## src/logic/chip8_defs.svh

```systemverilog
`ifndef CHIP8_DEFS_SVH
`define CHIP8_DEFS_SVH

// memory and pc address width
`define CHIP8_ADDR_W   12

// register and memory byte width
`define CHIP8_DATA_W   8

`define CHIP8_NUM_V    16

// programs start above the interpreter area
`define CHIP8_PC_RESET 12'h200

`define CHIP8_FLAG_REG 4'hF

`endif

```

## src/logic/chip8_pkg.sv

```systemverilog
package chip8_pkg;

`include "chip8_defs.svh"

   typedef logic [`CHIP8_ADDR_W-1:0]        addr_t;
   typedef logic [`CHIP8_DATA_W-1:0]        byte_t;
   typedef logic [$clog2(`CHIP8_NUM_V)-1:0] vidx_t;

   // one instruction word, seen as nibbles or as x plus immediate byte
   typedef union packed {
      struct packed {
         logic [3:0] op;
         vidx_t      x;
         vidx_t      y;
         logic [3:0] n;
      } nib;
      struct packed {
         logic [3:0] op;
         vidx_t      x;
         byte_t      kk;
      } imm;
   } instr_u;

   // 8xy group, selected by n
   typedef enum logic [3:0] {
      ALU_MOV  = 4'h0,
      ALU_OR   = 4'h1,
      ALU_AND  = 4'h2,
      ALU_XOR  = 4'h3,
      ALU_ADD  = 4'h4,
      ALU_SUB  = 4'h5,
      ALU_SHR  = 4'h6,
      ALU_SUBN = 4'h7,
      ALU_SHL  = 4'hE
   } alu_op_e;

endpackage

```

## src/logic/commit_unit.sv

```systemverilog
`timescale 1ns/100ps

`include "chip8_defs.svh"

module commit_unit (
   input  logic             clk,
   input  logic             arst_n,
   input  logic             alu_valid,
   input  logic             res_we,
   input  chip8_pkg::vidx_t res_idx,
   input  chip8_pkg::byte_t res_data,
   input  logic             flag_we,
   input  chip8_pkg::byte_t flag_data,
   input  logic             i_we,
   input  chip8_pkg::addr_t i_data,
   input  chip8_pkg::addr_t next_pc,
   output logic             reg_we,
   output chip8_pkg::vidx_t reg_waddr,
   output chip8_pkg::byte_t reg_wdata,
   output chip8_pkg::addr_t pc,
   output chip8_pkg::addr_t i_reg,
   output logic             retire
);

   logic             flag_pend;  // second write cycle to VF
   chip8_pkg::byte_t flag_hold;

   // VF goes last so it overrides a result written to VF
   assign reg_we    = (alu_valid & res_we) | flag_pend;
   assign reg_waddr = flag_pend ? chip8_pkg::vidx_t'(`CHIP8_FLAG_REG) : res_idx;
   assign reg_wdata = flag_pend ? flag_hold : res_data;
   assign retire    = (alu_valid & ~flag_we) | flag_pend;

   always_ff @(posedge clk or negedge arst_n)
   begin
      if (!arst_n)
      begin
         flag_pend <= 1'b0;
         pc        <= `CHIP8_PC_RESET;
         i_reg     <= '0;
      end
      else
      begin
         flag_pend <= alu_valid & flag_we;
         if (retire)
         begin
            pc <= next_pc;  // pc moves only on the retire cycle
         end
         if (alu_valid & i_we)
         begin
            i_reg <= i_data;
         end
      end
   end

   always_ff @(posedge clk)
   begin
      if (alu_valid & flag_we)
      begin
         flag_hold <= flag_data;
      end
   end

endmodule

```

## config.mk

```make
export PLATFORM = sky130hd
export DESIGN_NAME = commit_unit
export DESIGN_NICKNAME = d
export VERILOG_FILES = /design/src/logic/chip8_pkg.sv /design/src/logic/commit_unit.sv
export VERILOG_INCLUDE_DIRS = /design/src /design/src/logic
export SDC_FILE = /design/constraint.sdc
export NUM_CORES = 1
export LEC_CHECK = 0
export ABC_AREA = 1
export BUFFER_PORTS_ARGS = -buffer_cell sky130_fd_sc_hd__buf_2
export CORE_AREA = 2 2 65 67
export CTS_BUF_LIST = sky130_fd_sc_hd__clkbuf_4 sky130_fd_sc_hd__clkbuf_8
export CTS_CLUSTER_DIAMETER = 50
export DETAILED_ROUTE_END_ITERATION = 16
export DIE_AREA = 0 0 67 69
export PLACE_DENSITY_LB_ADDON = 0.05
export RECOVER_POWER = 100
export SETUP_SLACK_MARGIN = 0.1
export SLEW_MARGIN = 10
export SYNTH_ARGS = -nofsm -noshare
export SYNTH_HDL_FRONTEND = slang
export SYNTH_SLANG_ARGS = --single-unit
```

## constraint.sdc

```tcl
create_clock -name clk -period 1.3 [get_ports clk]
set_clock_uncertainty 0.05 [all_clocks]
set_input_delay 0.26 -clock clk [delete_from_list [all_inputs] [get_ports clk]]
set_output_delay 0.26 -clock clk [all_outputs]
set_load 0.01 [all_outputs]
```

# Word-level counts from Yosys, hierarchy flattened
# Index checks and enable logic that the tools add are counted.
# totals
output_inout_bits	38
ff_bits	33
word_cells	13
in_bits	50
# classes
mux	2
n_bitwise	7
# ops
op	count
$mux W8	1
$and A1 B1 Y1	4
$mux W4	1
$or A1 B1 Y1	2
$not A1 Y1	1

# Depth between registers and ports, before layout
# depth
ltp_word	3
ltp_mapped	6

# Worst setup path before layout
# Ideal clock, no wire load.
# synth_timing
kind	reg-to-output
startpoint	reg flag_pend
endpoint	out reg_waddr[1]
slack_ps	128
t_arrival_ps	862
stages_incl_launch_ff	3
cell_sequence	dfrtp_1 buf_2 or2_2
# synth_via
elab_chain_len	1
# synth_rtl
item	line	source
start: declaration	commit_unit.sv:25	logic flag_pend;
start signal: assignment	commit_unit.sv:44	flag_pend <= alu_valid & flag_we;
$mux W4	commit_unit.sv:30	assign reg_waddr = flag_pend ? chip8_pkg::vidx_t'(`CHIP8_FLAG_REG) : res_idx;
end: declaration	commit_unit.sv:18	output chip8_pkg::vidx_t reg_waddr,
# No other way between the ends.

# Worst setup path in the final report
# layout_timing
startpoint	reg flag_pend
endpoint	out reg_wdata[7]
# layout_via
elab_chain_len	1
# layout_rtl
item	line	source
$mux W8	commit_unit.sv:31	assign reg_wdata = flag_pend ? flag_hold : res_data;
end: declaration	commit_unit.sv:19	output chip8_pkg::byte_t reg_wdata,
# No other way between the ends.

==> flow_summary.ini <==
[run_status]
status = finished, violations left
violations = setup timing

[critical_path]
arrival_ns = 1.15
crit_fanout = 8
start_kind = register
crit_type = reg2out
endpoint_kind = output pin
cp.required_ns = 0.99

[drt]
drtIter0Drc = 42
num_vias = 1303
viasPerCell = 4.417
drc = 0
drt_wl_total_mm = 3.412
wl_per_cell_um = 11.57
postRouteAntennaNets = 0
drt_pass1_iterations = 4

[synth]
yosysTopAreaCell = dfrtp_1
async_flop_share_pct = 75.76
ys_types = 14
synth_fp_nets = 201
synth_area_per_cell_um2 = 9.612
synthCells = 151
ys_seq_elements = 33
ys_top_cells_by_area = dfrtp_1 (41%), edfxtp_1 (17%), nand2_1 (15%)
ys_top_cells_by_count = nand2_1 (58), dfrtp_1 (24), nand3_1 (24)
synth_enable_flop_cells = 8
synthFlopType = dfrtp_1
yosys_warnings = 0
synth_seq_area_share_pct = 59.74
netlist.area_leader.share_pct = 41.38
syn_area_um2 = 1451
synth_most_common_cell = nand2_1

[cells_and_area]
fin_util_pct = 52.56
nFillCells = 421
num_antenna_cells = 0
areaGrowthSynthToFinish_pct = 41.72
drive_gt1_share_pct = 44.08
nNetsFinal = 294

[clocking]
worstSkewPairLatency_ns = 0.27
cts_max_level = 2
clock_sinks = 33
clockRootBuffer = clkbuf_8
clock_path_buffers = 2
numCtsBuffers = 5
clkSlewWorstSetupHoldPaths_ns = 0.06
tritoncts = done

[floorplan]
core_um2 = 3914
rows = 23
start_util_pct = 37.08
die_h_um = 69
fp.dieW_um = 67
io_pins = 88
die_area_um2 = 4623

[min_path]
hp-class = in2reg

[sta]
final.setup.worst_slack_ns = -0.1606
finalHoldViolCount = 0
setup_viol = 14
slew_viol_final = 0
fin_crit_sh_pct = 112.4
rsz0062_at_grt = yes
slew_headroom_pct = 58.68
finalCriticalPeriod_ns = 1.461
tightest_slew_ns = 0.6198
fmax_mhz = 684.6

[power_and_ir_drop]
cellPowerDensity_nw_per_um2 = 1222
irDropWorstVdd_v = 0.0007876
p_total_mw = 2.513
power_frac_comb_pct = 20.2
static-leakage-power_nw = 1.089
clockPowerShare_pct = 30.5
power_frac_seq_pct = 49.3
switching_share_pct = 26.51
p_int_mw = 1.847
p_switching_mw = 0.6661

[global_routing]
grt_pass1_vias = 1225
grt_pass1_wl_mm = 5.499
gr-total-overflow = 0
antenna_found_initial = 0
grt_max_degree = 26
track_usage_pct = 15.93

[placement]
gp_congestion = 0.6609
post-dp-hpwl_mm = 2.551
io_buffers = 87

[run]
drv_cap = 0
worst max-delay path: stages (launching register included):
cell and delay, ns:
dfrtp_2 0.48, buf_6 0.16, nand2_1 0.05, nand2_1 0.05, buf_2 0.13
cell families after synthesis:
logic type	share of synthesized area (%)
AND/OR/NAND/NOR	34.31
buffers and inverters	5.948
flip-flops	59.74
layer usage:
metal | global-route usage, % | vias up | share of wire (%)
li1 | - | 662 | -
met1 | 18.96 | 580 | 40
met2 | 25.85 | 57 | 49
met3 | 5.220 | 4 | 9.1
met4 | 6.803 | 0 | 1.8
met5 | 0 | - | 0
per-stage QoR:
step                      worst slack, ns  instance area (um^2)  setup TNS (ns)  hold WS, ns  std cells
final                             -0.1606                  2057          -1.903       0.1114        295
after detailed placement          0.04694                  1919               0       0.2320        285
after global routing              -0.2244                  2057          -3.597      0.09418        295
after floorplan                    0.1280                  1451               0     -0.08559        151
after CTS                         -0.1592                  2077          -2.065      0.09860        294
after global placement             0.1117                  1919               0       0.2314        285
layout by cell type, fill, tap and decap left out:
master / count
buf_2: 57
buf_4: 5
buf_6: 6
clkbuf_1: 24
clkbuf_2: 1
clkbuf_4: 4
clkbuf_8: 5
dfrtp_1: 23
dfrtp_2: 1
dfstp_2: 1
dlygate4sd3_1: 1
edfxtp_1: 8
inv_1: 2
inv_6: 1
nand2_1: 55
nand2_2: 21
nand2_4: 2
nand3_1: 24
or2_4: 4
power groups by stage:
stage          combinational, mW  sequential (mW)  clock (mW)
2_1_floorplan              0.220             1.30           0
3_3_place_gp               0.497             1.25           0
3_5_place_dp               0.509             1.25           0
4_1_cts                    0.537             1.24       0.801
5_1_grt                    0.569             1.25       0.849
6_report                   0.507             1.24       0.767
timing repair:
action | in CTS | in global routing
pin swaps | 0 | 6
resized for setup | 15 | 3
hold endpoints to repair | 24 | 0
setup endpoints to repair | 17 | 23
setup buffers | 0 | 1
hold buffers | 1 | 0
final cells by class:
type | count | area (um^2) | share of cell area (%)
Sequential cell | 33 | 868.3 | 42.21
Multi-Input combinational cell | 106 | 515.5 | 25.06
Timing Repair Buffer | 95 | 503.0 | 24.45
Clock buffer | 8 | 91.34 | 4.440
Tap cell | 50 | 62.56 | 3.041
Inverter | 3 | 16.27 | 0.7908
final timing paths:
check	start	endpoint	slack [ns]	cells after the start
worst min-delay path	flag_data[2]	flag_hold[2]	0.11	1
min in group asynchronous	arst_n	i_reg[10]	0.49	2
worst max register to register	flag_pend	pc[5]	0.12	5
max in group asynchronous	arst_n	flag_pend	0.27	2
worst max-delay path	flag_pend	reg_wdata[7]	-0.16	4
worst min register to register	i_reg[1]	i_reg[1]	0.42	2
Power figures use the tool's default switching activity.
