===== config.mk =====
export PLATFORM = sky130hd
export DESIGN_NAME = reg_file
export DESIGN_NICKNAME = d
export VERILOG_FILES = /design/src/logic/chip8_pkg.sv /design/src/logic/reg_file.sv
export VERILOG_INCLUDE_DIRS = /design/src /design/src/logic
export SDC_FILE = /design/constraint.sdc
export NUM_CORES = 1
export LEC_CHECK = 0
export ABC_AREA = 1
export BUFFER_PORTS_ARGS = -buffer_cell sky130_fd_sc_hd__buf_4
export CAP_MARGIN = 20
export CORE_MARGIN = 2
export CORE_UTILIZATION = 45
export DETAILED_ROUTE_END_ITERATION = 16
export MAX_ROUTING_LAYER = met4
export PLACE_DENSITY = 0.74
export SLEW_MARGIN = 10
export SYNTH_ARGS = -nofsm -noshare
export SYNTH_HDL_FRONTEND = slang
export SYNTH_SLANG_ARGS = --single-unit
export TNS_END_PERCENT = 5

===== constraint.sdc =====
create_clock -name clk -period 1.4 [get_ports clk]
set_input_delay 0.21 -clock clk [delete_from_list [all_inputs] [get_ports clk]]
set_output_delay 0.21 -clock clk [all_outputs]
set_load 0.005 [all_outputs]

===== src/logic/chip8_defs.svh =====
`ifndef CHIP8_DEFS_SVH
`define CHIP8_DEFS_SVH

// memory and pc address width
`define CHIP8_ADDR_W   12

// register and memory byte width
`define CHIP8_DATA_W   8

`define CHIP8_NUM_V    16

// programs start above the interpreter area
`define CHIP8_PC_RESET 12'h200

`define CHIP8_FLAG_REG 4'hF

`endif


===== src/logic/chip8_pkg.sv =====
package chip8_pkg;

`include "chip8_defs.svh"

   typedef logic [`CHIP8_ADDR_W-1:0]        addr_t;
   typedef logic [`CHIP8_DATA_W-1:0]        byte_t;
   typedef logic [$clog2(`CHIP8_NUM_V)-1:0] vidx_t;

   // one instruction word, seen as nibbles or as x plus immediate byte
   typedef union packed {
      struct packed {
         logic [3:0] op;
         vidx_t      x;
         vidx_t      y;
         logic [3:0] n;
      } nib;
      struct packed {
         logic [3:0] op;
         vidx_t      x;
         byte_t      kk;
      } imm;
   } instr_u;

   // 8xy group, selected by n
   typedef enum logic [3:0] {
      ALU_MOV  = 4'h0,
      ALU_OR   = 4'h1,
      ALU_AND  = 4'h2,
      ALU_XOR  = 4'h3,
      ALU_ADD  = 4'h4,
      ALU_SUB  = 4'h5,
      ALU_SHR  = 4'h6,
      ALU_SUBN = 4'h7,
      ALU_SHL  = 4'hE
   } alu_op_e;

endpackage


===== src/logic/reg_file.sv =====
`timescale 1ns/100ps

`include "chip8_defs.svh"

module reg_file (
   input  logic             clk,
   input  logic             arst_n,
   input  logic             we,
   input  chip8_pkg::vidx_t waddr,
   input  chip8_pkg::byte_t wdata,
   input  chip8_pkg::vidx_t raddr_a,
   input  chip8_pkg::vidx_t raddr_b,
   output chip8_pkg::byte_t rdata_a,
   output chip8_pkg::byte_t rdata_b
);

   chip8_pkg::byte_t v [`CHIP8_NUM_V];

   always_ff @(posedge clk or negedge arst_n)
   begin
      if (!arst_n)
      begin
         for (int i = 0; i < `CHIP8_NUM_V; i++)
         begin
            v[i] <= '0;
         end
      end
      else if (we)
      begin
         v[waddr] <= wdata;
      end
   end

   assign rdata_a = v[raddr_a];
   assign rdata_b = v[raddr_b];

endmodule


# Word-level counts from Yosys, hierarchy flattened
# Index checks and enable logic that the tools add are counted.
# totals
register_bits	128
out_inout_bits	16
word_cells	33
# op_classes
n_lt_le_gt_ge	4
mux	9
n_bitwise	3
reduce_logical	1
# ops
op	n
bitwise mux 128 bit	1
binary-select mux 8 bit (select 4 bit)	2
two-way mux 8 bit	5
demux 8 bit (select 4 bit)	1
>= comparator 5 bit, second input constant	3
inverter 4 -> 5 bit	3
less-than comparator 5 x 1 -> 1 bit, second input constant	1
logical AND 1 bit	1

# Longest topological paths before layout
# depth
ltp_word	6
mapped_depth	7

# Worst setup path before layout
# Ideal clock, no wire load.
# synth_path
kind	input to output
start	input port raddr_a[1]
end	output port rdata_a[3]
arrival_time_ns	1.050
t_required_ns	1.190
path_slack_ns	0.140
path_stages	7
path_buffers	2
path_cell_list	clkbuf_1 -> inv_1 -> clkbuf_1 -> nand3_1 -> nand3_1 -> nand3_1 -> nand2_1
# synth_via
elab_chain_cells	4
# synth_lines
item	line	source
from (decl)	reg_file.sv:11	input chip8_pkg::vidx_t raddr_a,
inverter 4 -> 5 bit (not written as such)	reg_file.sv:34	assign rdata_a = v[raddr_a];
binary-select mux 8 bit (select 4 bit)	reg_file.sv:34	
two-way mux 8 bit (not written as such) (2 in a row)	reg_file.sv:34	
to (decl)	reg_file.sv:13	output chip8_pkg::byte_t rdata_a,
# Every way passes these cells. The select of a mux whose other input is x is not followed.

# Worst setup path after layout
# layout_path
start	register v[100] in the netlist's numbering
end	output port rdata_a[4]
# layout_via
elab_chain_cells	3
# layout_lines
item	line	source
from (decl)	reg_file.sv:17	chip8_pkg::byte_t v [`CHIP8_NUM_V];
from (signal, indexed assignment)	reg_file.sv:30	v[waddr] <= wdata;
binary-select mux 8 bit (select 4 bit)	reg_file.sv:34	
two-way mux 8 bit (not written as such) (2 in a row)	reg_file.sv:34	
# Every way passes these cells. The select of a mux whose other input is x is not followed.

==> impl_metrics.yaml <==
run_status:
  status: "complete, but fails checks"
  violations: "negative setup slack"
clock_tree:
  numCtsBuffers: 17
  cts_tree: "built"
  clkTransAtPathRegs_ns: 0.06
  htreeDepth: 4
  cts-root-buf: "clkbuf_16"
  insertion_delay_ns: 0.43
  cts_max_path_buffers: 2
  numClockSinks: 128
sta:
  period_needed_ns: 1.65
  hold_viol_final: 0
  post-route-period-util_pct: 118
  setup_viol_count_final: 16
  fmax_ghz: 0.605
  holdWs_ns: 0.0326
  worst_pin_slew_ns: 0.492
  drv_slew: 0
  setup_slack_ns: -0.253
  rsz0062_at_grt: "true"
  clock_skew_ns: 0
  max_slew_margin_pct: 67.2
placement:
  dp_hpwl_mm: 16.0
  finalWeightedCongestion: 0.944
  port_buffers: 38
final_layout:
  drive_gt1_share_pct: 30.5
  top_register: "v"
  largestRegisters: "v: 128 flops"
  largest_register_ffs: 128
  nets: 1219
  seqCellArea_um2: 3200
  multi_input_area_um2: 3970
  num-fill-cells: 1482
  syn2layout_area_growth_pct: 29.1
  antenna_cells: 0
yosys:
  yosysWarningCount: 0
  seq_area_frac_synth_pct: 42.7
  synth.area.mux_share_pct: 0
  ys_ff_latch: 128
  syn-cell-area_um2: 7510
  avgSynthCellArea_um2: 6.67
  synth_xor_area_share_pct: 0
  synth_compound_area_share_pct: 8.53
  synth_area_leader_cell: "dfrtp_1"
  synth.net_count: 1148
  yosys.area_share.simple_pct: 37.0
  synth_cells: 1125
  yosys-top-cells-area: "dfrtp_1 (43%), nand2_1 (21%), nand3_1 (15%), o21ai_0 (8.5%), inv_1 (7.3%)"
  synth_top_area_share_pct: 42.7
  synth_fa_ha_area_share_pct: 0
  synth_top_family_by_area: "simple AND/OR/NAND/NOR gates"
  synthDistinctLibCells: 16
power_and_ir_drop:
  p_leak_nw: 4.94
  peakVddDrop_mv: 0.953
  pwr-share-seq_pct: 38.7
  power.total_mw: 12.9
  p_sw_mw: 4.23
  p_comb_share_pct: 27.8
  p_int_mw: 8.67
  switching_share_pct: 32.8
  pwr-share-clk_pct: 33.5
  power_density_nw_per_um2: 1330
job:
  maxCapViolCount: 0
global_routing:
  antenna_found_initial: 0
  track_usage_pct: 27.6
  grt_pass1_vias: 6884
  grt_pass1_wl_mm: 37.3
  grt_max_degree: 59
  grt_remaining_overflow: 0
setup_path:
  crit_fanout: 2
  endpoint_kind: "output port"
  startpoint: "v[100]"
  path_class: "flop to output port"
  r2r-start: "v[113]"
  cp.arrival_ns: 1.44
  critPathLaunchType: "flop"
  worstPathRequired_ns: 1.19
detailed_routing:
  drc: 0
  vias: 7785
  ant_nets: 0
  routedWlPerCell_um: 16.6
  drt-vias-per-instance: 5.45
  drtIter0Drc: 803
  dr.pass1.iters: 5
  drt-total-wl_mm: 23.7
die:
  start_util_pct: 45.6
  die_x_um: 133
  die_area_um2: 17700
  rows: 47
  ioPinCount: 39
  coreArea_um2: 16500
  die-height_um: 133
min_path:
  hp-class: "primary input to flop"
  worstHoldStart: "wdata[5]"
## layer usage
metal / global-route usage [%] / vias up / routed length [um]
li1: - / 3690 / -
met1: 40.1 / 3651 / 10800
met2: 39.5 / 392 / 10500
met3: 4.79 / 52 / 1860
met4: 8.45 / 0 / 598
met5: - / - / 0
## cells by family after synthesis
logic type,Yosys count
buf+inv,220
simple gates,649
compound gates,128
flops,128
## repair_timing
| item | 4_1_cts | 5_1_grt |
|---|---|---|
| pin swaps | 28 | 45 |
| endpoints found under the setup margin | 16 | 16 |
| gates resized for setup | 85 | 129 |
| hold endpoints to repair | 34 | 0 |
| hold buffers | 1 | 0 |
| setup buffers | 5 | 22 |
## path summary, 6_finish.rpt
kind	to	slack, ns	depth (start not counted)
min reg2reg	v[82]	0.48	2
min	v[45]	0.03	3
max in group asynchronous	v[101]	0.59	3
max	rdata_a[4]	-0.25	7
min in group asynchronous	v[42]	0.26	2
max reg2reg	v[113]	0.49	4
## cell usage in the layout (no fill, tap or decap), drive strengths merged
cell         synthesis  layout
and3                 1       1
buf                 30     123
bufinv               0       2
clkbuf              42      25
clkinv               0       4
dfrtp              128     128
dlygate4sd3          0       1
inv                148     148
nand2              411     411
nand3              229     229
nor2                 6       6
nor3                 2       2
o21ai              128     128
## per-stage QoR
stage | instances | util (%) | area (um2) | TNS [ns] | worst slack (ns)
floorplan | 1125 | - | 7510 | 0 | 0.140
global placement | 1369 | 50.7 | 8340 | -0.556 | -0.0660
detailed placement | 1369 | 50.7 | 8340 | -0.620 | -0.0694
CTS | 1406 | 55.4 | 9120 | -3.57 | -0.236
global route | 1428 | 58.9 | 9690 | -4.38 | -0.298
finish | 1428 | 58.9 | 9690 | -3.64 | -0.253
## power by group through the flow
stage | Clock [mW] | Sequential, mW | Combinational (mW)
after global routing | 4.51 | 5.06 | 4.01
after CTS | 4.37 | 4.93 | 3.09
after global placement | 0 | 4.88 | 2.84
after floorplan | 0 | 4.80 | 1.95
final | 4.32 | 4.99 | 3.59
after detailed placement | 0 | 4.91 | 2.91
## cell type report
class	count	share of cell area, %
timing repair buffer	124	11.5
clock buffer	25	5.11
tap	220	2.84
multi-input combinational	777	40.9
inverter	148	5.73
clock inverter	6	0.826
sequential	128	33.0
## cells in the mapped netlist
cell        n
and3_2      1
buf_1       8
buf_2      17
buf_6       5
clkbuf_1   42
dfrtp_1   128
inv_1     146
inv_2       2
nand2_1   411
nand3_1   226
nand3_2     2
nand3_4     1
nor2_1      4
nor2_2      2
nor3_4      2
o21ai_0   128
## worst max-delay path, cell delays in order (launching register included)
cell and delay (ns):
dfrtp_1 0.39, inv_2 0.06, nand2_1 0.06, nand3_1 0.11, nand3_1 0.09, nand3_2 0.08, nand2_2 0.10, buf_6 0.13
No activity file was read; power rests on OpenSTA's default activity.
