==> src/logic/chip8_defs.svh <==
`ifndef CHIP8_DEFS_SVH
`define CHIP8_DEFS_SVH

// memory and pc address width
`define CHIP8_ADDR_W   12

// register and memory byte width
`define CHIP8_DATA_W   8

`define CHIP8_NUM_V    16

// programs start above the interpreter area
`define CHIP8_PC_RESET 12'h200

`define CHIP8_FLAG_REG 4'hF

`endif

==> src/logic/chip8_pkg.sv <==
package chip8_pkg;

`include "chip8_defs.svh"

   typedef logic [`CHIP8_ADDR_W-1:0]        addr_t;
   typedef logic [`CHIP8_DATA_W-1:0]        byte_t;
   typedef logic [$clog2(`CHIP8_NUM_V)-1:0] vidx_t;

   // one instruction word, seen as nibbles or as x plus immediate byte
   typedef union packed {
      struct packed {
         logic [3:0] op;
         vidx_t      x;
         vidx_t      y;
         logic [3:0] n;
      } nib;
      struct packed {
         logic [3:0] op;
         vidx_t      x;
         byte_t      kk;
      } imm;
   } instr_u;

   // 8xy group, selected by n
   typedef enum logic [3:0] {
      ALU_MOV  = 4'h0,
      ALU_OR   = 4'h1,
      ALU_AND  = 4'h2,
      ALU_XOR  = 4'h3,
      ALU_ADD  = 4'h4,
      ALU_SUB  = 4'h5,
      ALU_SHR  = 4'h6,
      ALU_SUBN = 4'h7,
      ALU_SHL  = 4'hE
   } alu_op_e;

endpackage

==> src/logic/operand_if.sv <==
`timescale 1ns/100ps

interface operand_if;

   logic              issue;  // one cycle per instruction
   chip8_pkg::instr_u instr;
   chip8_pkg::byte_t  vx;
   chip8_pkg::byte_t  vy;

   modport issuer (
      output issue,
      output instr,
      output vx,
      output vy
   );

   modport exec (
      input issue,
      input instr,
      input vx,
      input vy
   );

endinterface

==> src/logic/fetch_unit.sv <==
`timescale 1ns/100ps

module fetch_unit (
   input  logic             clk,
   input  logic             arst_n,
   input  logic             run,
   input  chip8_pkg::addr_t pc,
   input  logic             retire,
   output chip8_pkg::addr_t mem_raddr,
   input  chip8_pkg::byte_t mem_rdata,
   output chip8_pkg::vidx_t vx_idx,
   output chip8_pkg::vidx_t vy_idx,
   input  chip8_pkg::byte_t vx_data,
   input  chip8_pkg::byte_t vy_data,
   operand_if.issuer        ops
);

   typedef enum logic [2:0] {
      S_IDLE,
      S_FETCH_HI,
      S_FETCH_LO,
      S_READ,
      S_ISSUE,
      S_WAIT
   } state_e;

   state_e            state;
   chip8_pkg::byte_t  hi_byte;
   chip8_pkg::instr_u cur_instr;

   assign mem_raddr = (state == S_FETCH_LO) ? pc + chip8_pkg::addr_t'(1) : pc;
   assign cur_instr = {hi_byte, mem_rdata};  // valid in S_READ
   assign vx_idx    = cur_instr.nib.x;
   assign vy_idx    = cur_instr.nib.y;

   always_ff @(posedge clk or negedge arst_n)
   begin
      if (!arst_n)
      begin
         state     <= S_IDLE;
         ops.issue <= 1'b0;
      end
      else
      begin
         ops.issue <= (state == S_READ);
         case (state)
            S_IDLE:     state <= run ? S_FETCH_HI : S_IDLE;
            S_FETCH_HI: state <= S_FETCH_LO;
            S_FETCH_LO: state <= S_READ;
            S_READ:     state <= S_ISSUE;
            S_ISSUE:    state <= S_WAIT;
            S_WAIT:
            begin
               if (retire)
               begin
                  state <= run ? S_FETCH_HI : S_IDLE;  // back to back fetch
               end
            end
            default:    state <= S_IDLE;
         endcase
      end
   end

   always_ff @(posedge clk)
   begin
      if (state == S_FETCH_LO)
      begin
         hi_byte <= mem_rdata;
      end
      if (state == S_READ)
      begin
         ops.instr <= cur_instr;
         ops.vx    <= vx_data;
         ops.vy    <= vy_data;
      end
   end

endmodule

==> src/flat_wrapper.sv <==
// flat-port wrapper written by rule: the top's interface ports become plain ports
module fetch_unit_flat 
  (clk, arst_n, run, pc, retire, mem_raddr, mem_rdata, vx_idx, vy_idx, vx_data, vy_data, ops_issue, ops_instr, ops_vx, ops_vy);
  operand_if ops_i ();
  input  logic clk;
  input  logic arst_n;
  input  logic run;
  input  chip8_pkg::addr_t pc;
  input  logic retire;
  output chip8_pkg::addr_t mem_raddr;
  input  chip8_pkg::byte_t mem_rdata;
  output chip8_pkg::vidx_t vx_idx;
  output chip8_pkg::vidx_t vy_idx;
  input  chip8_pkg::byte_t vx_data;
  input  chip8_pkg::byte_t vy_data;
  output wire logic [$bits(ops_i.issue)-1:0] ops_issue;
  output wire logic [$bits(ops_i.instr)-1:0] ops_instr;
  output wire logic [$bits(ops_i.vx)-1:0] ops_vx;
  output wire logic [$bits(ops_i.vy)-1:0] ops_vy;
  assign ops_issue = ops_i.issue;
  assign ops_instr = ops_i.instr;
  assign ops_vx = ops_i.vx;
  assign ops_vy = ops_i.vy;
  fetch_unit u_core (.clk(clk), .arst_n(arst_n), .run(run), .pc(pc), .retire(retire), .mem_raddr(mem_raddr), .mem_rdata(mem_rdata), .vx_idx(vx_idx), .vy_idx(vy_idx), .vx_data(vx_data), .vy_data(vy_data), .ops(ops_i));
endmodule
==> config.mk <==
export PLATFORM = sky130hd
export DESIGN_NAME = fetch_unit_flat
export DESIGN_NICKNAME = d
export VERILOG_FILES = /design/src/logic/chip8_pkg.sv /design/src/logic/operand_if.sv /design/src/logic/fetch_unit.sv /design/src/flat_wrapper.sv
export VERILOG_INCLUDE_DIRS = /design/src /design/src/logic
export SDC_FILE = /design/constraint.sdc
export NUM_CORES = 1
export LEC_CHECK = 0
export ABC_CLOCK_PERIOD_IN_PS = 3100
export BUFFER_PORTS_ARGS = -buffer_cell sky130_fd_sc_hd__buf_4
export CORE_ASPECT_RATIO = 0.9
export CORE_MARGIN = 4
export CORE_UTILIZATION = 43
export CTS_BUF_LIST = sky130_fd_sc_hd__clkbuf_16
export CTS_CLUSTER_SIZE = 24
export DETAILED_ROUTE_END_ITERATION = 8
export GPL_TIMING_DRIVEN = 1
export PLACE_DENSITY = 0.87
export SLEW_MARGIN = 20
export SYNTH_ARGS = -nofsm -noshare
export SYNTH_HDL_FRONTEND = slang
export SYNTH_SLANG_ARGS = --single-unit
==> constraint.sdc <==
create_clock -name clk -period 3.1 [get_ports clk]
set_input_delay 0.62 -clock clk [delete_from_list [all_inputs] [get_ports clk]]
set_output_delay 0.62 -clock clk [all_outputs]
set_load 0.01 [all_outputs]
* Word level (Yosys, flattened, before mapping)
Index checks and enable logic that the tools add are counted.
Widths: inputs -> output; s select.
** Operators by class
- $add $sub $neg :: 1
- Equal/unequal tests :: 6
- Multiplexer cells :: 4
- Reduce and logical (&&, ||, !) cells :: 1
** Operators by type and width (number)
- $pmux 3 s6 :: 1
- $add 12x1->12 const B :: 1
- $mux 12 :: 1
- $eq 3x2->1 const B :: 2
- $eq 3x3->1 const B :: 2
- $eq 3x1->1 const B :: 1
- $logic_not 3->1 :: 1
- $mux 3 :: 1
- $ne 2x2->1 const B :: 1
- $mux 1 :: 1
** Word-level totals
- Bits in registers :: 44
- Word-level logic and storage cells :: 18

* Longest topological paths before layout
- Word-level depth :: 3
- Depth in mapped cells :: 6
- Mapped depth without buffers :: 4

* Least setup slack after synthesis
OpenSTA, ideal clock, no wires.
- Path kind :: reg2reg
- Start :: register u_core.state[0]
- End :: register u_core.ops.instr[0] (enable)
- Library setup time :: 0.424 ns
- Data arrival time :: 1.953 ns
- Required time :: 2.676 ns
- Path slack :: 0.723 ns
- Stages on the path, launching flop included :: 4
- Buffers on the path :: 1
- Clock period less this slack :: 2.377 ns
- Cell sequence :: dfrtp_1 -> clkbuf_2 -> nand2_1 -> nor2_1
** Between the ends
- Cells in the longest elaborated chain, start to end :: 1
** RTL lines
- start, declared :: line fetch_unit.sv:27 : state_e state;
- start signal, assigned :: line fetch_unit.sv:47 : S_IDLE: state <= run ? S_FETCH_HI : S_IDLE;
- start signal, assigned :: line fetch_unit.sv:56 : state <= run ? S_FETCH_HI : S_IDLE;
- $eq 3x2->1 :: line fetch_unit.sv:70 : if (state == S_READ)
- end signal, assigned :: line fetch_unit.sv:72 : ops.instr <= cur_instr;
- end, declared :: line operand_if.sv:12 : output instr,
No other way between the ends.
A chain may end at the register's enable or synchronous reset.

* Worst setup path after layout
- Start :: register u_core.state[2]
- End :: output port mem_raddr[5]
** Between the ends
- Cells in the longest elaborated chain, start to end :: 2
** RTL lines
- $eq 3x2->1 :: line fetch_unit.sv:31 : assign mem_raddr = (state == S_FETCH_LO) ? pc + chip8_pkg::addr_t'(1) : pc;
- $mux 12 :: line fetch_unit.sv:31
- end, declared :: line flat_wrapper.sv:10 : output chip8_pkg::addr_t mem_raddr;
No other way between the ends.

==> summary by stage <==
Run status
The run finished with clean final reports.

Timing
The count of endpoints failing hold in the final timing report is 0. Setup repair after global routing left no endpoint under its margin. The post-route clock skew is 3.622 ps.

The hold slack is 131.1 ps. The relative max-transition margin is 76.19%. Setup violations remaining at the end of the flow were counted as 0.

The final worst-path cycle share is 79.49%. The final total negative setup slack is 0 ps. Counting I/O delays and the setup requirement, the final critical path takes 2464 ps.

In the post-route analysis, the smallest setup slack over all paths is 635.8 ps. Based on the critical path, the design can be clocked at up to 405.8 MHz. For the pin with the worst max-slew slack, the measured transition is 357.2 ps.

The count of final max-slew check failures was 0.

Finish
In the final layout, flip-flops and latches occupy 1301 um2. The share of final-layout standard cells stronger than drive strength 1 is 56.52%. The signed area change from the synthesized netlist to the final layout is 49.40%.

Counting the fill cells in the layout gives 280. The library cells used most frequently in the layout, excluding fill and tap cells, are 94 x sky130_fd_sc_hd__buf_4, 40 x sky130_fd_sc_hd__edfxtp_1, 10 x sky130_fd_sc_hd__xnor2_1. 0 antenna diodes ended up in the layout.

The multi-input combinational cells in the finished layout cover a total of 285.3 um2. For this run, the post-layout net count is 225. The non-filler instance count after layout is 230.

The commonest non-fill, non-tap cell in the layout is sky130_fd_sc_hd__buf_4. At the end of the flow the core is filled with cells to 66.53%.

Floorplanning
The core outline area is 3731 um2. The die outline area is 4924 um2. For this design the top-level I/O count stands at 93. The starting density of the core is 44.53%. The die outline height is 66.97 um. The cell row count is 21. Measured along the x axis, the die boundary spans 73.53 um.

Setup path
The slowest stage of the critical path is the sky130_fd_sc_hd__dfrtp_1 cell. The critical path goes through nor3b_4, and4_1, nand3_1, xnor2_1, buf_4. Of all nets on the critical path, the largest fanout is 6.

The critical path data required time is 2480 ps. The worst reg2reg path depth is 3. For this run, the slowest stage of the critical path takes 460 ps.

On the critical path the largest part of the delay comes from simple AND/OR/NAND/NOR gates. The setup path with the least slack is of type reg2out. The critical register-to-register path startpoint is u_core.state[0]. The total buffers and inverters traversed by the critical path is 1. The sort of element at the start of the critical path is a flop. In this run the register-to-register setup slack is 1560 ps. The type of destination of the critical path is an output port. Data on the critical path arrives at its endpoint at 1840 ps. In this run the critical register-to-register path is captured at u_core.ops.vx[3].

Clocking
Gates resized during post-CTS repair numbered 0. The worst-case clock buffer depth is 2. The total clock buffers created by CTS is 5. The CTS H-tree depth is 2. The number of hold buffers added after CTS is 0. The source-to-sink clock delay at the later pin of the worst-skew pair is 270 ps. The cell sitting at the root of the clock tree is a sky130_fd_sc_hd__clkbuf_16. Clock-pin slew was measured on the worst setup and hold paths at 50 ps. The TritonCTS clock tree is built. The number of setup buffers added after CTS is 0. The TritonCTS sink count is 44.

Place
Including well taps, the total number of placed cells is 223. The HPWL after detailed placement is 2981 um. Prior to clock tree synthesis, the placed netlist has a worst setup slack of 923.3 ps.

The count of input and output buffers is 92. The weighted congestion reported at the end of routability-driven placement is 0.8388.

Drt
Wires add up to 3663 um. Wire segments on met3 add up to 531 um in the final route. Across all layers, the routed design uses 1,090 vias.

The highest metal layer used by the detailed router is met4. For this block, the initial DRC count from the detailed router was 59. In the routed layout, each cell is associated on average with a via count of 4.739. The first detailed-routing pass ran for 4 iterations. Once detail routing completed, the nets flagged for antenna violations numbered 0. After detailed routing, the number of remaining DRC violations is 0. Wire segments on met2 add up to 1800 um in the final route. In the final routed layout, each cell accounts on average for 15.93 um. The post-route met1 wirelength is 1268 um.

Synth
In this run the cell area of the synthesized design comes to 1662 um2. The count of synthesis-stage warnings from yosys is 0. Sequential elements use 78.31% of the synthesized area. By area, the combinational part of the netlist is dominated by simple AND/OR/NAND/NOR gates. The compound-gate portion of the synthesized area is 1.431%. The number of cells produced by synthesis is 94. After Yosys synthesis, and, or, nand and nor cells account for 7.831% of the synthesized area.

The distinct cell type count after synthesis is 21. The net count of the mapped netlist is 135. Synthesis inferred 44 register bits.

The mux cell area share after synthesis is 0.6777%. The share of the synthesized netlist area taken by xor and xnor gates is 6.325%. The synthesized netlist devotes 0.7530% of its cell area to adder and majority cells. Dividing the synthesized area by the synthesized cell count gives 17.68 um2.

Power
In this run the static leakage power is 0.001051 uW. The areal power density over the cells is 751.4 nW/um2. IR analysis of the VDD net gives a maximum drop of 316.2 uV.

GRT
The number of global-route vias before repair is 1,100. The final global-route overflow total is 0. Entering global routing, the biggest net connects 31 pins.

The wire length of the first global-routing pass is 5264 um. Global routing used 15.04% of the available tracks across all layers. The number of antenna violations at the first check in global routing is 0.

Min path
The worst min-delay path category is in2async.

Flow run
The number of max-cap violations is 0.
==> cells in the mapped netlist (all sizes together) <==
| cell | instances | area share (%) |
|---|---|---|
| a21o | 1 | 0.45 |
| a21oi | 1 | 0.30 |
| and2 | 1 | 0.38 |
| and3 | 3 | 1.1 |
| and4 | 1 | 0.53 |
| buf | 10 | 4.4 |
| clkbuf | 1 | 0.30 |
| dfrtp | 4 | 6.0 |
| edfxtp | 40 | 72 |
| ha | 1 | 0.75 |
| mux2 | 1 | 0.68 |
| nand2 | 6 | 1.4 |
| nand3 | 3 | 0.90 |
| nand4 | 3 | 1.5 |
| nor2 | 4 | 0.90 |
| nor3b | 1 | 1.1 |
| o221a | 1 | 0.68 |
| xnor2 | 10 | 5.3 |
| xor2 | 2 | 1.1 |
==> per-layer routing <==
layer  up-vias  GRT usage, %
met5         -             0
met4         0         7.466
met3         5         6.787
met2        77         25.77
met1       494         15.38
li1        514             -
==> how the worst max path moves through the flow <==
stage	start	to	slack, ps	depth (start not counted)
3_3_place_gp	pc[0]	mem_raddr[8]	970	6
2_1_floorplan	u_core.state[0]	u_core.ops.instr[0]	720	3
5_1_grt	u_core.state[2]	mem_raddr[7]	550	5
4_1_cts	u_core.state[2]	mem_raddr[5]	610	5
3_5_place_dp	u_core.state[2]	mem_raddr[5]	920	5
6_report	u_core.state[2]	mem_raddr[5]	640	5
==> per-stage QoR <==
stage / total power, uW / cell area [um2]
after global placement: 1398 / 2350
after CTS: 1896 / 2482
after global routing: 1967 / 2482
after floorplan: 1150 / 1662
after detailed placement: 1424 / 2350
final: 1865 / 2482
==> sequential cells by signal, summed over array words and instances, names as in the netlist <==
signal	count
u_core.ops.instr	16
u_core.hi_byte	8
u_core.ops.vy	8
u_core.state	3
u_core.ops.issue	1
u_core.ops.vx	8
==> where the power goes <==
part | switching (uW) | total, uW | internal, uW
logic | 243 | 488 | 245
registers | 73.6 | 913 | 839
clock network | 177 | 465 | 287
total | 493 | 1870 | 1370
==> cell families after synthesis <==
kind of cell	after synthesis
buffers and inverters	11
AOI/OAI and AO/OA	3
xor gates and xnor gates	12
muxes	1
DFF	44
adders and majority gates	1
and+or+nand+nor	22
==> layout make-up <==
class / count / area share (%)
Clock buffer: 5 / 5.040
Multi-Input combinational cell: 39 / 11.49
Sequential cell: 44 / 52.42
Clock inverter: 2 / 0.3024
Timing Repair Buffer: 94 / 28.43
Tap cell: 46 / 2.319
No activity file was read; power rests on OpenSTA's default activity.
