[src/logic/chip8_defs.svh]
`ifndef CHIP8_DEFS_SVH
`define CHIP8_DEFS_SVH

// memory and pc address width
`define CHIP8_ADDR_W   12

// register and memory byte width
`define CHIP8_DATA_W   8

`define CHIP8_NUM_V    16

// programs start above the interpreter area
`define CHIP8_PC_RESET 12'h200

`define CHIP8_FLAG_REG 4'hF

`endif

[src/logic/chip8_pkg.sv]
package chip8_pkg;

`include "chip8_defs.svh"

   typedef logic [`CHIP8_ADDR_W-1:0]        addr_t;
   typedef logic [`CHIP8_DATA_W-1:0]        byte_t;
   typedef logic [$clog2(`CHIP8_NUM_V)-1:0] vidx_t;

   // one instruction word, seen as nibbles or as x plus immediate byte
   typedef union packed {
      struct packed {
         logic [3:0] op;
         vidx_t      x;
         vidx_t      y;
         logic [3:0] n;
      } nib;
      struct packed {
         logic [3:0] op;
         vidx_t      x;
         byte_t      kk;
      } imm;
   } instr_u;

   // 8xy group, selected by n
   typedef enum logic [3:0] {
      ALU_MOV  = 4'h0,
      ALU_OR   = 4'h1,
      ALU_AND  = 4'h2,
      ALU_XOR  = 4'h3,
      ALU_ADD  = 4'h4,
      ALU_SUB  = 4'h5,
      ALU_SHR  = 4'h6,
      ALU_SUBN = 4'h7,
      ALU_SHL  = 4'hE
   } alu_op_e;

endpackage

[src/logic/operand_if.sv]
`timescale 1ns/100ps

interface operand_if;

   logic              issue;  // one cycle per instruction
   chip8_pkg::instr_u instr;
   chip8_pkg::byte_t  vx;
   chip8_pkg::byte_t  vy;

   modport issuer (
      output issue,
      output instr,
      output vx,
      output vy
   );

   modport exec (
      input issue,
      input instr,
      input vx,
      input vy
   );

endinterface

[src/logic/branch_unit.sv]
`timescale 1ns/100ps

module branch_unit (
   input  logic             clk,
   input  logic             arst_n,
   operand_if.exec          ops,
   input  chip8_pkg::addr_t pc,
   output chip8_pkg::addr_t next_pc
);

   chip8_pkg::addr_t seq_pc;
   chip8_pkg::addr_t skip_pc;
   chip8_pkg::addr_t target;

   assign seq_pc  = pc + chip8_pkg::addr_t'(2);
   assign skip_pc = pc + chip8_pkg::addr_t'(4);

   always_comb
   begin
      case (ops.instr.nib.op)
         4'h1: target = {ops.instr.imm.x, ops.instr.imm.kk};  // jump nnn
         4'h3: target = (ops.vx == ops.instr.imm.kk) ? skip_pc : seq_pc;
         4'h4: target = (ops.vx != ops.instr.imm.kk) ? skip_pc : seq_pc;
         4'h5: target = (ops.vx == ops.vy) ? skip_pc : seq_pc;
         default: target = seq_pc;
      endcase
   end

   always_ff @(posedge clk or negedge arst_n)
   begin
      if (!arst_n)
      begin
         next_pc <= '0;
      end
      else if (ops.issue)
      begin
         next_pc <= target;  // held until the next issue
      end
   end

endmodule

[src/flat_wrapper.sv]
// flat-port wrapper written by rule: the top's interface ports become plain ports
module branch_unit_flat 
  (clk, arst_n, pc, next_pc, ops_issue, ops_instr, ops_vx, ops_vy);
  operand_if ops_i ();
  input  logic clk;
  input  logic arst_n;
  input  chip8_pkg::addr_t pc;
  output chip8_pkg::addr_t next_pc;
  input wire logic [$bits(ops_i.issue)-1:0] ops_issue;
  input wire logic [$bits(ops_i.instr)-1:0] ops_instr;
  input wire logic [$bits(ops_i.vx)-1:0] ops_vx;
  input wire logic [$bits(ops_i.vy)-1:0] ops_vy;
  assign ops_i.issue = ops_issue;
  assign ops_i.instr = ops_instr;
  assign ops_i.vx = ops_vx;
  assign ops_i.vy = ops_vy;
  branch_unit u_core (.clk(clk), .arst_n(arst_n), .ops(ops_i), .pc(pc), .next_pc(next_pc));
endmodule
[config.mk]
export PLATFORM = sky130hd
export DESIGN_NAME = branch_unit_flat
export DESIGN_NICKNAME = d
export VERILOG_FILES = /design/src/logic/chip8_pkg.sv /design/src/logic/operand_if.sv /design/src/logic/branch_unit.sv /design/src/flat_wrapper.sv
export VERILOG_INCLUDE_DIRS = /design/src /design/src/logic
export SDC_FILE = /design/constraint.sdc
export NUM_CORES = 1
export LEC_CHECK = 0
export BUFFER_PORTS_ARGS = -buffer_cell sky130_fd_sc_hd__buf_2
export CAP_MARGIN = 20
export CELL_PAD_IN_SITES_DETAIL_PLACEMENT = 0
export CELL_PAD_IN_SITES_GLOBAL_PLACEMENT = 2
export CORE_MARGIN = 2
export CORE_UTILIZATION = 23
export CTS_BUF_LIST = sky130_fd_sc_hd__clkbuf_4
export DETAILED_ROUTE_END_ITERATION = 16
export PLACE_DENSITY = 0.88
export SYNTH_ARGS = -nofsm -noshare
export SYNTH_HDL_FRONTEND = slang
export SYNTH_SLANG_ARGS = --single-unit
[constraint.sdc]
create_clock -name clk -period 0.8 [get_ports clk]
set_input_delay 0.24 -clock clk [delete_from_list [all_inputs] [get_ports clk]]
set_output_delay 0.24 -clock clk [all_outputs]
set_load 0.05 [all_outputs]
======== After elaboration in Yosys (flattened, before gate mapping) ========
Index checks and enable logic that the tools add are counted.
word-level totals
  flip-flop bits (word level) ............. 12
  bits of input ports ..................... 47
  output and inout port bits .............. 12
  word-level logic and storage cells ...... 14
operators by class
  add/subtract/negate cells ............... 2
  eq/ne operators ......................... 7
  mux-type cells .......................... 4
operator list
  operator                                                         count
  12-bit one-hot mux with 4 select lines                           1
  12-bit 2-to-1 mux                                                3
  8-bit == test                                                    2
  12-bit by 2-bit adder with 12-bit output, second input constant  1
  12-bit by 3-bit adder with 12-bit output, second input constant  1
  4-bit by 3-bit == test with 1-bit output, second input constant  2
  8-bit inequality test                                            1
  4-bit by 1-bit == test with 1-bit output, second input constant  1
  4-bit by 2-bit == test with 1-bit output, second input constant  1

======== Depth between registers and ports, before layout ========
Gate-level depths: netlist (run 1).
  word-level depth ........................ 3
  mapped depth ............................ 6
  depth with buffers taken out ............ 6

======== Worst setup path before layout (run 1) ========
OpenSTA, ideal clock, no wires.
  kind .................................... input-to-reg
  from .................................... input port ops_vx[1]
  to ...................................... register u_core.next_pc[10]
  setup time .............................. 0.067 ns
  arrival ................................. 1.477 ns
  data required time ...................... 0.733 ns
  path slack .............................. -0.744 ns
  stages on the path ...................... 6
  buffers on the path ..................... 1
  cell sequence ........................... xnor2_1 -> nand4_1 -> or4_4 -> buf_6 -> a31oi_1 -> o32a_1
on the way
  cells in the longest elaborated chain, start to end .. 3
  elaborated cells on any way between the ends .. 7
  classes of those cells .................. 3 x eq/ne; 4 x mux
RTL lines
  element                                     line                                                     text
  start, declared                             flat_wrapper.sv:11                                       input wire logic [$bits(ops_i.vx)-1:0] ops_vx;
  8-bit == test (tied with other cells)       branch_unit.sv:24                                        4'h5: target = (ops.vx == ops.vy) ? skip_pc : seq_pc;
  12-bit 2-to-1 mux (on tied branches)        branch_unit.sv:24, branch_unit.sv:22, branch_unit.sv:23
  12-bit one-hot mux with 4 select lines (*)  branch_unit.sv:20                                        case (ops.instr.nib.op)
  end signal, assigned                        branch_unit.sv:37                                        next_pc <= target;
  end, declared                               branch_unit.sv:8                                         output chip8_pkg::addr_t next_pc
Every way passes the cells marked *; elsewhere a longest branch is shown, timed or not.
A chain may end at the register's enable or synchronous reset.

======== Worst setup path after layout (run 1) ========
  from .................................... input port ops_vx[7]
  to ...................................... register u_core.next_pc[1]
Same word-level chain as after synthesis.

==> results of run 1 <==
-- through the flow --
| step | power [mW] | setup TNS (ps) | area (sq um) | std cells |
|---|---|---|---|---|
| floorplan | 1.33 | -8510 | 1310 | 157 |
| global placement | 1.83 | -11820 | 1990 | 324 |
| detailed placement | 1.84 | -11980 | 1990 | 324 |
| CTS | 2.48 | -11500 | 2310 | 336 |
| global route | 2.65 | -12980 | 2380 | 337 |
| finish | 2.51 | -11730 | 2380 | 337 |
-- worst min-delay path by stage --
stage / startpoint / end / slack [ps] / cells past startpoint
finish: pc[0] / u_core.next_pc[0]$_DFFE_PN0P_ / 250 / 3
CTS: pc[0] / u_core.next_pc[0]$_DFFE_PN0P_ / 250 / 3
global route: pc[0] / u_core.next_pc[0]$_DFFE_PN0P_ / 280 / 3
floorplan: arst_n / u_core.next_pc[0]$_DFFE_PN0P_ / -60 / 0
detailed placement: arst_n / u_core.next_pc[4]$_DFFE_PN0P_ / 160 / 1
global placement: arst_n / u_core.next_pc[10]$_DFFE_PN0P_ / 150 / 1
-- final cells by class --
| cell class | count | area, sq um | share of cell area, % |
|---|---|---|---|
| timing repair buffer | 113 | 883 | 37.0 |
| clock inverter | 1 | 3.75 | 0.157 |
| sequential | 12 | 303 | 12.7 |
| tap | 72 | 90.1 | 3.78 |
| inverter | 4 | 15.0 | 0.630 |
| multi-input combinational | 132 | 1070 | 44.8 |
| clock buffer | 3 | 22.5 | 0.944 |
-- what timing repair did --
item / 4_1_cts / 5_1_grt
buffers inserted: 6 / 2
endpoints found under the hold margin: 12 / 0
hold buffers: 1 / 0
pin swaps: 16 / 5
resized for setup: 55 / 15
cloned: 1 / 0
setup endpoints to repair: 24 / 24
-- critical path: stages --
cell and delay (ps):
buf_6 100, xnor2_1 170, nand4_1 140, buf_4 170
or4_4 580, and3_4 180, a221oi_2 200
-- cells by family (layout without fill, tap and decap cells) --
| kind of cell | count (synthesis) | after routing | synth area share [%] |
|---|---|---|---|
| adders and majority gates | 2 | 2 | 1.96 |
| buffers and inverters | 14 | 121 | 4.89 |
| and+or+nand+nor | 59 | 60 | 22.5 |
| muxes | 1 | 1 | 0.783 |
| DFF | 12 | 12 | 23.5 |
| AOI/OAI and AO/OA | 36 | 36 | 23.8 |
| xor gates and xnor gates | 33 | 33 | 22.6 |
-- cell usage after synthesis, types with 2 or more instances --
master,count
xnor2_1,29
nand2_1,26
dfrtp_1,12
a2111oi_0,10
a31oi_1,10
o32a_1,10
nor3_1,8
nor2_1,7
clkbuf_1,6
nand4_1,5
inv_1,4
xor2_1,4
and3_1,3
nand3_1,3
buf_2,2
ha_1,2
nand2b_1,2
-- layer usage --
layer | GRT usage [%] | vias to the layer above | routed length [um]
met3 | 2.76 | 8 | 257
met5 | 0 | - | 0
met2 | 26.9 | 54 | 2360
met4 | 2.81 | 0 | 74
met1 | 19.1 | 776 | 2040
li1 | - | 812 | -
-- report_power, final --
| part | leakage [nW] | switching (mW) | internal, mW |
|---|---|---|---|
| clock network | 0.0154 | 0.227 | 0.181 |
| registers | 0.133 | 0.0582 | 0.680 |
| logic | 0.877 | 0.678 | 0.684 |
| total | 1.03 | 0.963 | 1.54 |
==> summary.md, run 1 <==
| Metric | Value |
|---|---|
| Worst hold-check path type | `input port to register` |
| CTS tree | `built` |
| DIE AREA | `6170 sq um` |
| Area contributors post-synth | `dfrtp_1 23%, xnor2_1 20%, o32a_1 7.8%` |
| Initial core utilization | `23.5%` |
| P&R area growth vs syn | `86.5%` |
| Worst Path Required | `990 ps` |
| Worst Setup EP | `u_core.next_pc[1]$_DFFE_PN0P_` |
| Ys Warns | `0` |
| TritonRoute pass-1 iters | `4` |
| Fraction of registers with async set/reset | `100%` |
| RSZ-0062 raised after global routing | `yes` |
| Antenna Cells | `0` |
| Reg2reg end | `u_core.next_pc[10]$_DFFE_PN0P_` |
| DR WL/cell | `14.0 um` |
| Pwr/cell area | `1050 nW/um^2` |
| Post-Syn Area | `1280 sq um` |
| WS Path Type | `input port to register` |
| Final min period | `1580 ps` |
| Yosys reg bits | `12` |
| Worst Clk Skew | `0 ps` |
| Routed vias | `1650` |
| Largest register by flop count | `u_core.next_pc` |
| Pre-CTS setup slack | `-1040 ps` |
| Hold Violations, Final | `0` |
| Most common cell after layout, fill and taps aside | `buf_4` |
| R2R cell count | `3` |
| Initial antenna violation count | `0` |
| Mean Syn Cell Area | `8.14 sq um` |
| Filler Cells Inserted | `533` |
| Grt total ovfl | `0` |
| Violated checks | `setup timing` |
| Num CTS Buffers | `3` |
| Vias/cell | `4.90` |
| Clock root cell | `clkbuf_4` |
| Remaining antenna violation count | `0` |
| Routability cong. | `0.775` |
| Largest register FFs | `12` |
| Vias in the first global route | `1698` |
| Setup crit start | `ops_vx[7]` |
| Leading cell types in the layout, fill and taps excluded | `52 x buf_4, 32 x buf_2, 26 x nand2_1, 26 x buf_6, 21 x xnor2_1` |
| Max Cap Viol | `0` |
| Number of port buffers | `58` |
| Share of Yosys cell area claimed by the top area cell type | `23.5%` |
| First-pass GRT wire length | `7640 um` |
| Period utilization | `198%` |
| Standard-cell rows | `27` |
| Final setup viols | `24` |
| Crit path max fanout | `6` |
| Result of the run | `finished with violations` |
| First DRT Iteration DRCs | `79` |
| Largest net degree at the start of global routing | `19` |
| Final setup slack of the worst path | `-785 ps` |
| Die X | `78.6 um` |
| F_max | `0.631 GHz` |
| Rel. slew slack | `70.4%` |
| CP Launch Type | `input port` |
| TritonCTS Sinks | `12` |
| Max Slew Vio Count | `0` |
| EDFF count, synth | `0` |
| Clk pin slew, worst setup/hold paths | `80 ps` |
| Final Util | `43.8%` |
| Hold_ws | `252 ps` |
| Layout Nets | `315` |
| CORE AREA | `5440 sq um` |
| Primary FF master, synth | `dfrtp_1` |
| Post-route DRC | `0` |
| Placed wire-length estimate | `3460 um` |
| Synth cell types | `31` |
| Top Registers | `u_core.next_pc (12)` |
| Worst VDD drop | `0.928 mV` |
| IO Count | `59` |
| Arr. time, crit path | `1770 ps` |
| Pleak | `1.03 nW` |
| Drt total wl | `4730 um` |
| Worst skew pair latency | `280 ps` |
| Sequential share of the synthesized area | `23.5%` |
| Cell count after synthesis | `157` |
| H-tree levels | `1` |
| Worst-Margin Slew | `433 ps` |
| Die Span Y | `78.6 um` |
| Crit path capture type | `register` |
| Share of layout cells above drive strength 1 | `53.6%` |
| Synth area leader | `dfrtp_1` |
| R2R Path Start | `u_core.next_pc[10]$_DFFE_PN0P_` |
| Syn nets | `206` |
| R2R Setup Slk | `-110 ps` |
| CTS Buffer Depth | `2` |
| GRT Overall Usage | `15.1%` |
Power figures use the tool's default switching activity.
==> run 2, diff against run 1 <==
--- a/config.mk
+++ b/config.mk
@@ -6,12 +6,13 @@
 export SDC_FILE = /design/constraint.sdc
 export NUM_CORES = 1
 export LEC_CHECK = 0
+export ABC_AREA = 1
 export BUFFER_PORTS_ARGS = -buffer_cell sky130_fd_sc_hd__buf_2
 export CAP_MARGIN = 20
 export CELL_PAD_IN_SITES_DETAIL_PLACEMENT = 0
 export CELL_PAD_IN_SITES_GLOBAL_PLACEMENT = 2
 export CORE_MARGIN = 2
-export CORE_UTILIZATION = 23
+export CORE_UTILIZATION = 22
 export CTS_BUF_LIST = sky130_fd_sc_hd__clkbuf_4
 export DETAILED_ROUTE_END_ITERATION = 16
 export PLACE_DENSITY = 0.88
==> summary.md, run 2 <==
| Metric | Value |
|---|---|
| Mean Syn Cell Area | `5.72 sq um` |
| Syn nets | `325` |
| Cell count after synthesis | `276` |
| Routed vias | `1946` |
| Fraction of registers with async set/reset | `100%` |
| Switch share | `40.5%` |
| F_max | `0.774 GHz` |
| Worst Clk Skew | `0 ps` |
| Die Span Y | `88.7 um` |
| Leading cell types in the layout, fill and taps excluded | `100 x nand2_1, 45 x buf_4, 40 x inv_1, 35 x buf_2, 21 x buf_6` |
| Grt total ovfl | `0` |
| DR WL/cell | `10.3 um` |
| Sequential group share of total power | `29.7%` |
| Remaining antenna violation count | `0` |
| Synth area leader | `nand2_1` |
| Post-Syn Area | `1580 sq um` |
| Standard-cell rows | `30` |
| Vias/cell | `4.06` |
| Antenna Cells | `0` |
| Sequential share of the synthesized area | `19.0%` |
| Most common cell after layout, fill and taps aside | `nand2_1` |
| Number of port buffers | `58` |
| Total Power | `2.50 mW` |
| Largest register by flop count | `u_core.next_pc` |
| Drt total wl | `4950 um` |
| TritonRoute pass-1 iters | `4` |
| Final setup viols | `23` |
| Worst VDD drop | `0.342 mV` |
| Hold Violations, Final | `0` |
| Worst-Margin Slew | `341 ps` |
| Die X | `88.7 um` |
| Pwr/cell area | `927 nW/um^2` |
| Worst Setup EP | `u_core.next_pc[8]$_DFFE_PN0P_` |
| First DRT Iteration DRCs | `79` |
| Setup Total Neg Slack | `-8330 ps` |
| Share of Yosys cell area claimed by the top area cell type | `28.1%` |
| H-tree levels | `1` |
| Worst skew pair latency | `270 ps` |
| Share of layout cells above drive strength 1 | `46.5%` |
| R2R Setup Slk | `-90 ps` |
| TritonCTS Sinks | `12` |
| Worst Path Required | `970 ps` |
| Largest register FFs | `12` |
| Initial core utilization | `23.0%` |
| Crit path max fanout | `5` |
| CTS tree | `built` |
| Max Slew Vio Count | `0` |
| Primary FF master, synth | `dfrtp_1` |
| Routability cong. | `0.810` |
| Clk pin slew, worst setup/hold paths | `70 ps` |
| Setup crit start | `ops_vy[2]` |
| Clk network pwr share | `14.8%` |
| Internal power | `1.49 mW` |
| Crit path capture type | `register` |
| WS Path Type | `input port to register` |
| CP cell instances | `buf_6 -> xnor2_2 -> nand2_1 -> nor2_2 -> nand2_2 -> a21oi_4 -> nand2_4 -> nand2_2 -> nand3b_1 -> nand2_1 -> inv_1` |
| Period utilization | `161%` |
| WP depth | `11` |
| Area contributors post-synth | `nand2_1 28%, dfrtp_1 19%, inv_1 10%` |
| Largest net degree at the start of global routing | `21` |
| CTS Buffer Depth | `2` |
| Commonest cells post-synth | `118 x nand2_1, 43 x inv_1, 21 x nor2_1, 13 x xor2_1, 12 x dfrtp_1` |
| Gate power share | `55.6%` |
| First-pass GRT wire length | `8190 um` |
| Clock root cell | `clkbuf_4` |
| Pleak | `1.49 nW` |
| Largest stage delay on the critical path | `250 ps` |
| CP bufs+invs | `2` |
| Ys Warns | `0` |
| Violated checks | `setup timing` |
| DIE AREA | `7870 sq um` |
| Layout Nets | `433` |
| Slowest CP cell | `a21oi_4` |
| Num CTS Buffers | `3` |
| Final setup slack of the worst path | `-492 ps` |
| Switching power | `1.01 mW` |
| Rel. slew slack | `77.2%` |
| Filler Cells Inserted | `754` |
| Min-Delay Path Depth | `3` |
| Top Registers | `u_core.next_pc (12)` |
| Reg2reg end | `u_core.next_pc[7]$_DFFE_PN0P_` |
| Vias in the first global route | `1913` |
| CORE AREA | `6870 sq um` |
| Yosys reg bits | `12` |
| P&R area growth vs syn | `70.7%` |
| R2R Path Start | `u_core.next_pc[7]$_DFFE_PN0P_` |
| Post-route DRC | `0` |
| GRT Overall Usage | `13.1%` |
| EDFF count, synth | `0` |
| Initial antenna violation count | `0` |
| Hold_ws | `256 ps` |
| Final Util | `39.2%` |
| IO Count | `59` |
| Placed wire-length estimate | `3990 um` |
| RSZ-0062 raised after global routing | `yes` |
| Synth cell types | `27` |
| Worst hold-check path type | `input port to register` |
| Most frequent cell after synthesis | `nand2_1` |
| Arr. time, crit path | `1460 ps` |
| R2R cell count | `3` |
| Final min period | `1290 ps` |
| Result of the run | `finished with violations` |
| CP Launch Type | `input port` |
| Worst path top cell family by delay | `simple AND/OR/NAND/NOR gates` |
| Max Cap Viol | `0` |
[run 2: cell count changes after synthesis, sizes merged, moves of 9 or more]
cell     before  now
nand3         4   13
a2111oi      10    0
xor2          4   13
or2           0    9
o32a         10    0
nor2          7   28
a31oi        10    0
xnor2        29    8
nand2        26  123
inv           4   46
[run 2: area by class of cell]
| type | instances | area (sq um) | share of cell area (%) |
|---|---|---|---|
| Multi-Input combinational cell | 217 | 1280 | 47.6 |
| Timing Repair Buffer | 103 | 774 | 28.8 |
| Sequential cell | 12 | 314 | 11.7 |
| Inverter | 47 | 176 | 6.55 |
| Tap cell | 96 | 120 | 4.46 |
| Clock buffer | 3 | 22.5 | 0.836 |
| Clock inverter | 1 | 3.75 | 0.139 |
[run 2: power by group through the flow]
stage          combinational, mW  clock [mW]  sequential, mW
3_5_place_dp                1.17           0           0.737
5_1_grt                     1.52       0.411           0.750
6_report                    1.39       0.368           0.741
4_1_cts                     1.35       0.383           0.743
3_3_place_gp                1.17           0           0.733
2_1_floorplan              0.450           0           0.994
[run 2: worst register-to-register path: cells and delay by family, from the launching register on]
family        cells  cell delay [ps]
simple gates      2              330
flops             1              420
buf+inv           1               40
[run 2: how the worst min path moves through the flow]
| stage | startpoint | end |
|---|---|---|
| 2_1_floorplan | arst_n | u_core.next_pc[0]$_DFFE_PN0P_ |
| 3_3_place_gp | arst_n | u_core.next_pc[11]$_DFFE_PN0P_ |
| 3_5_place_dp | arst_n | u_core.next_pc[5]$_DFFE_PN0P_ |
| 4_1_cts | pc[0] | u_core.next_pc[0]$_DFFE_PN0P_ |
| 5_1_grt | pc[0] | u_core.next_pc[0]$_DFFE_PN0P_ |
| 6_report | pc[0] | u_core.next_pc[0]$_DFFE_PN0P_ |
[run 2: cell families (layout without fill, tap and decap cells)]
logic type      count (synthesis)  after routing  synth area share [%]
xor+xnor                       21             21                  11.7
simple gates                  184            186                  53.1
fa+ha+maj                       2              2                  1.59
flops                          12             12                  19.0
buf+inv                        49            154                  11.9
compound gates                  8              8                  2.78
[run 2: what timing repair did]
item / in CTS / in global routing
buffers inserted: 4 / 3
setup endpoints to repair: 24 / 24
endpoints found under the hold margin: 12 / 0
pin swaps: 12 / 19
gates cloned: 2 / 0
hold buffers: 1 / 0
resized for setup: 50 / 24
[run 2: metrics by stage]
stage	setup WS (ps)	std cells	cell area [sq um]
after floorplan	-434	276	1630
after global placement	-790	466	2320
after detailed placement	-806	466	2320
after CTS	-458	477	2590
after global routing	-579	479	2690
final	-492	479	2690
[run 2: metal layers]
layer,track usage [%],routed length [um],up-vias
li1,-,-,1040
met1,16.1,2140,852
met2,24.4,2550,48
met3,1.59,226,6
met4,2.62,44,0
met5,0,0,-
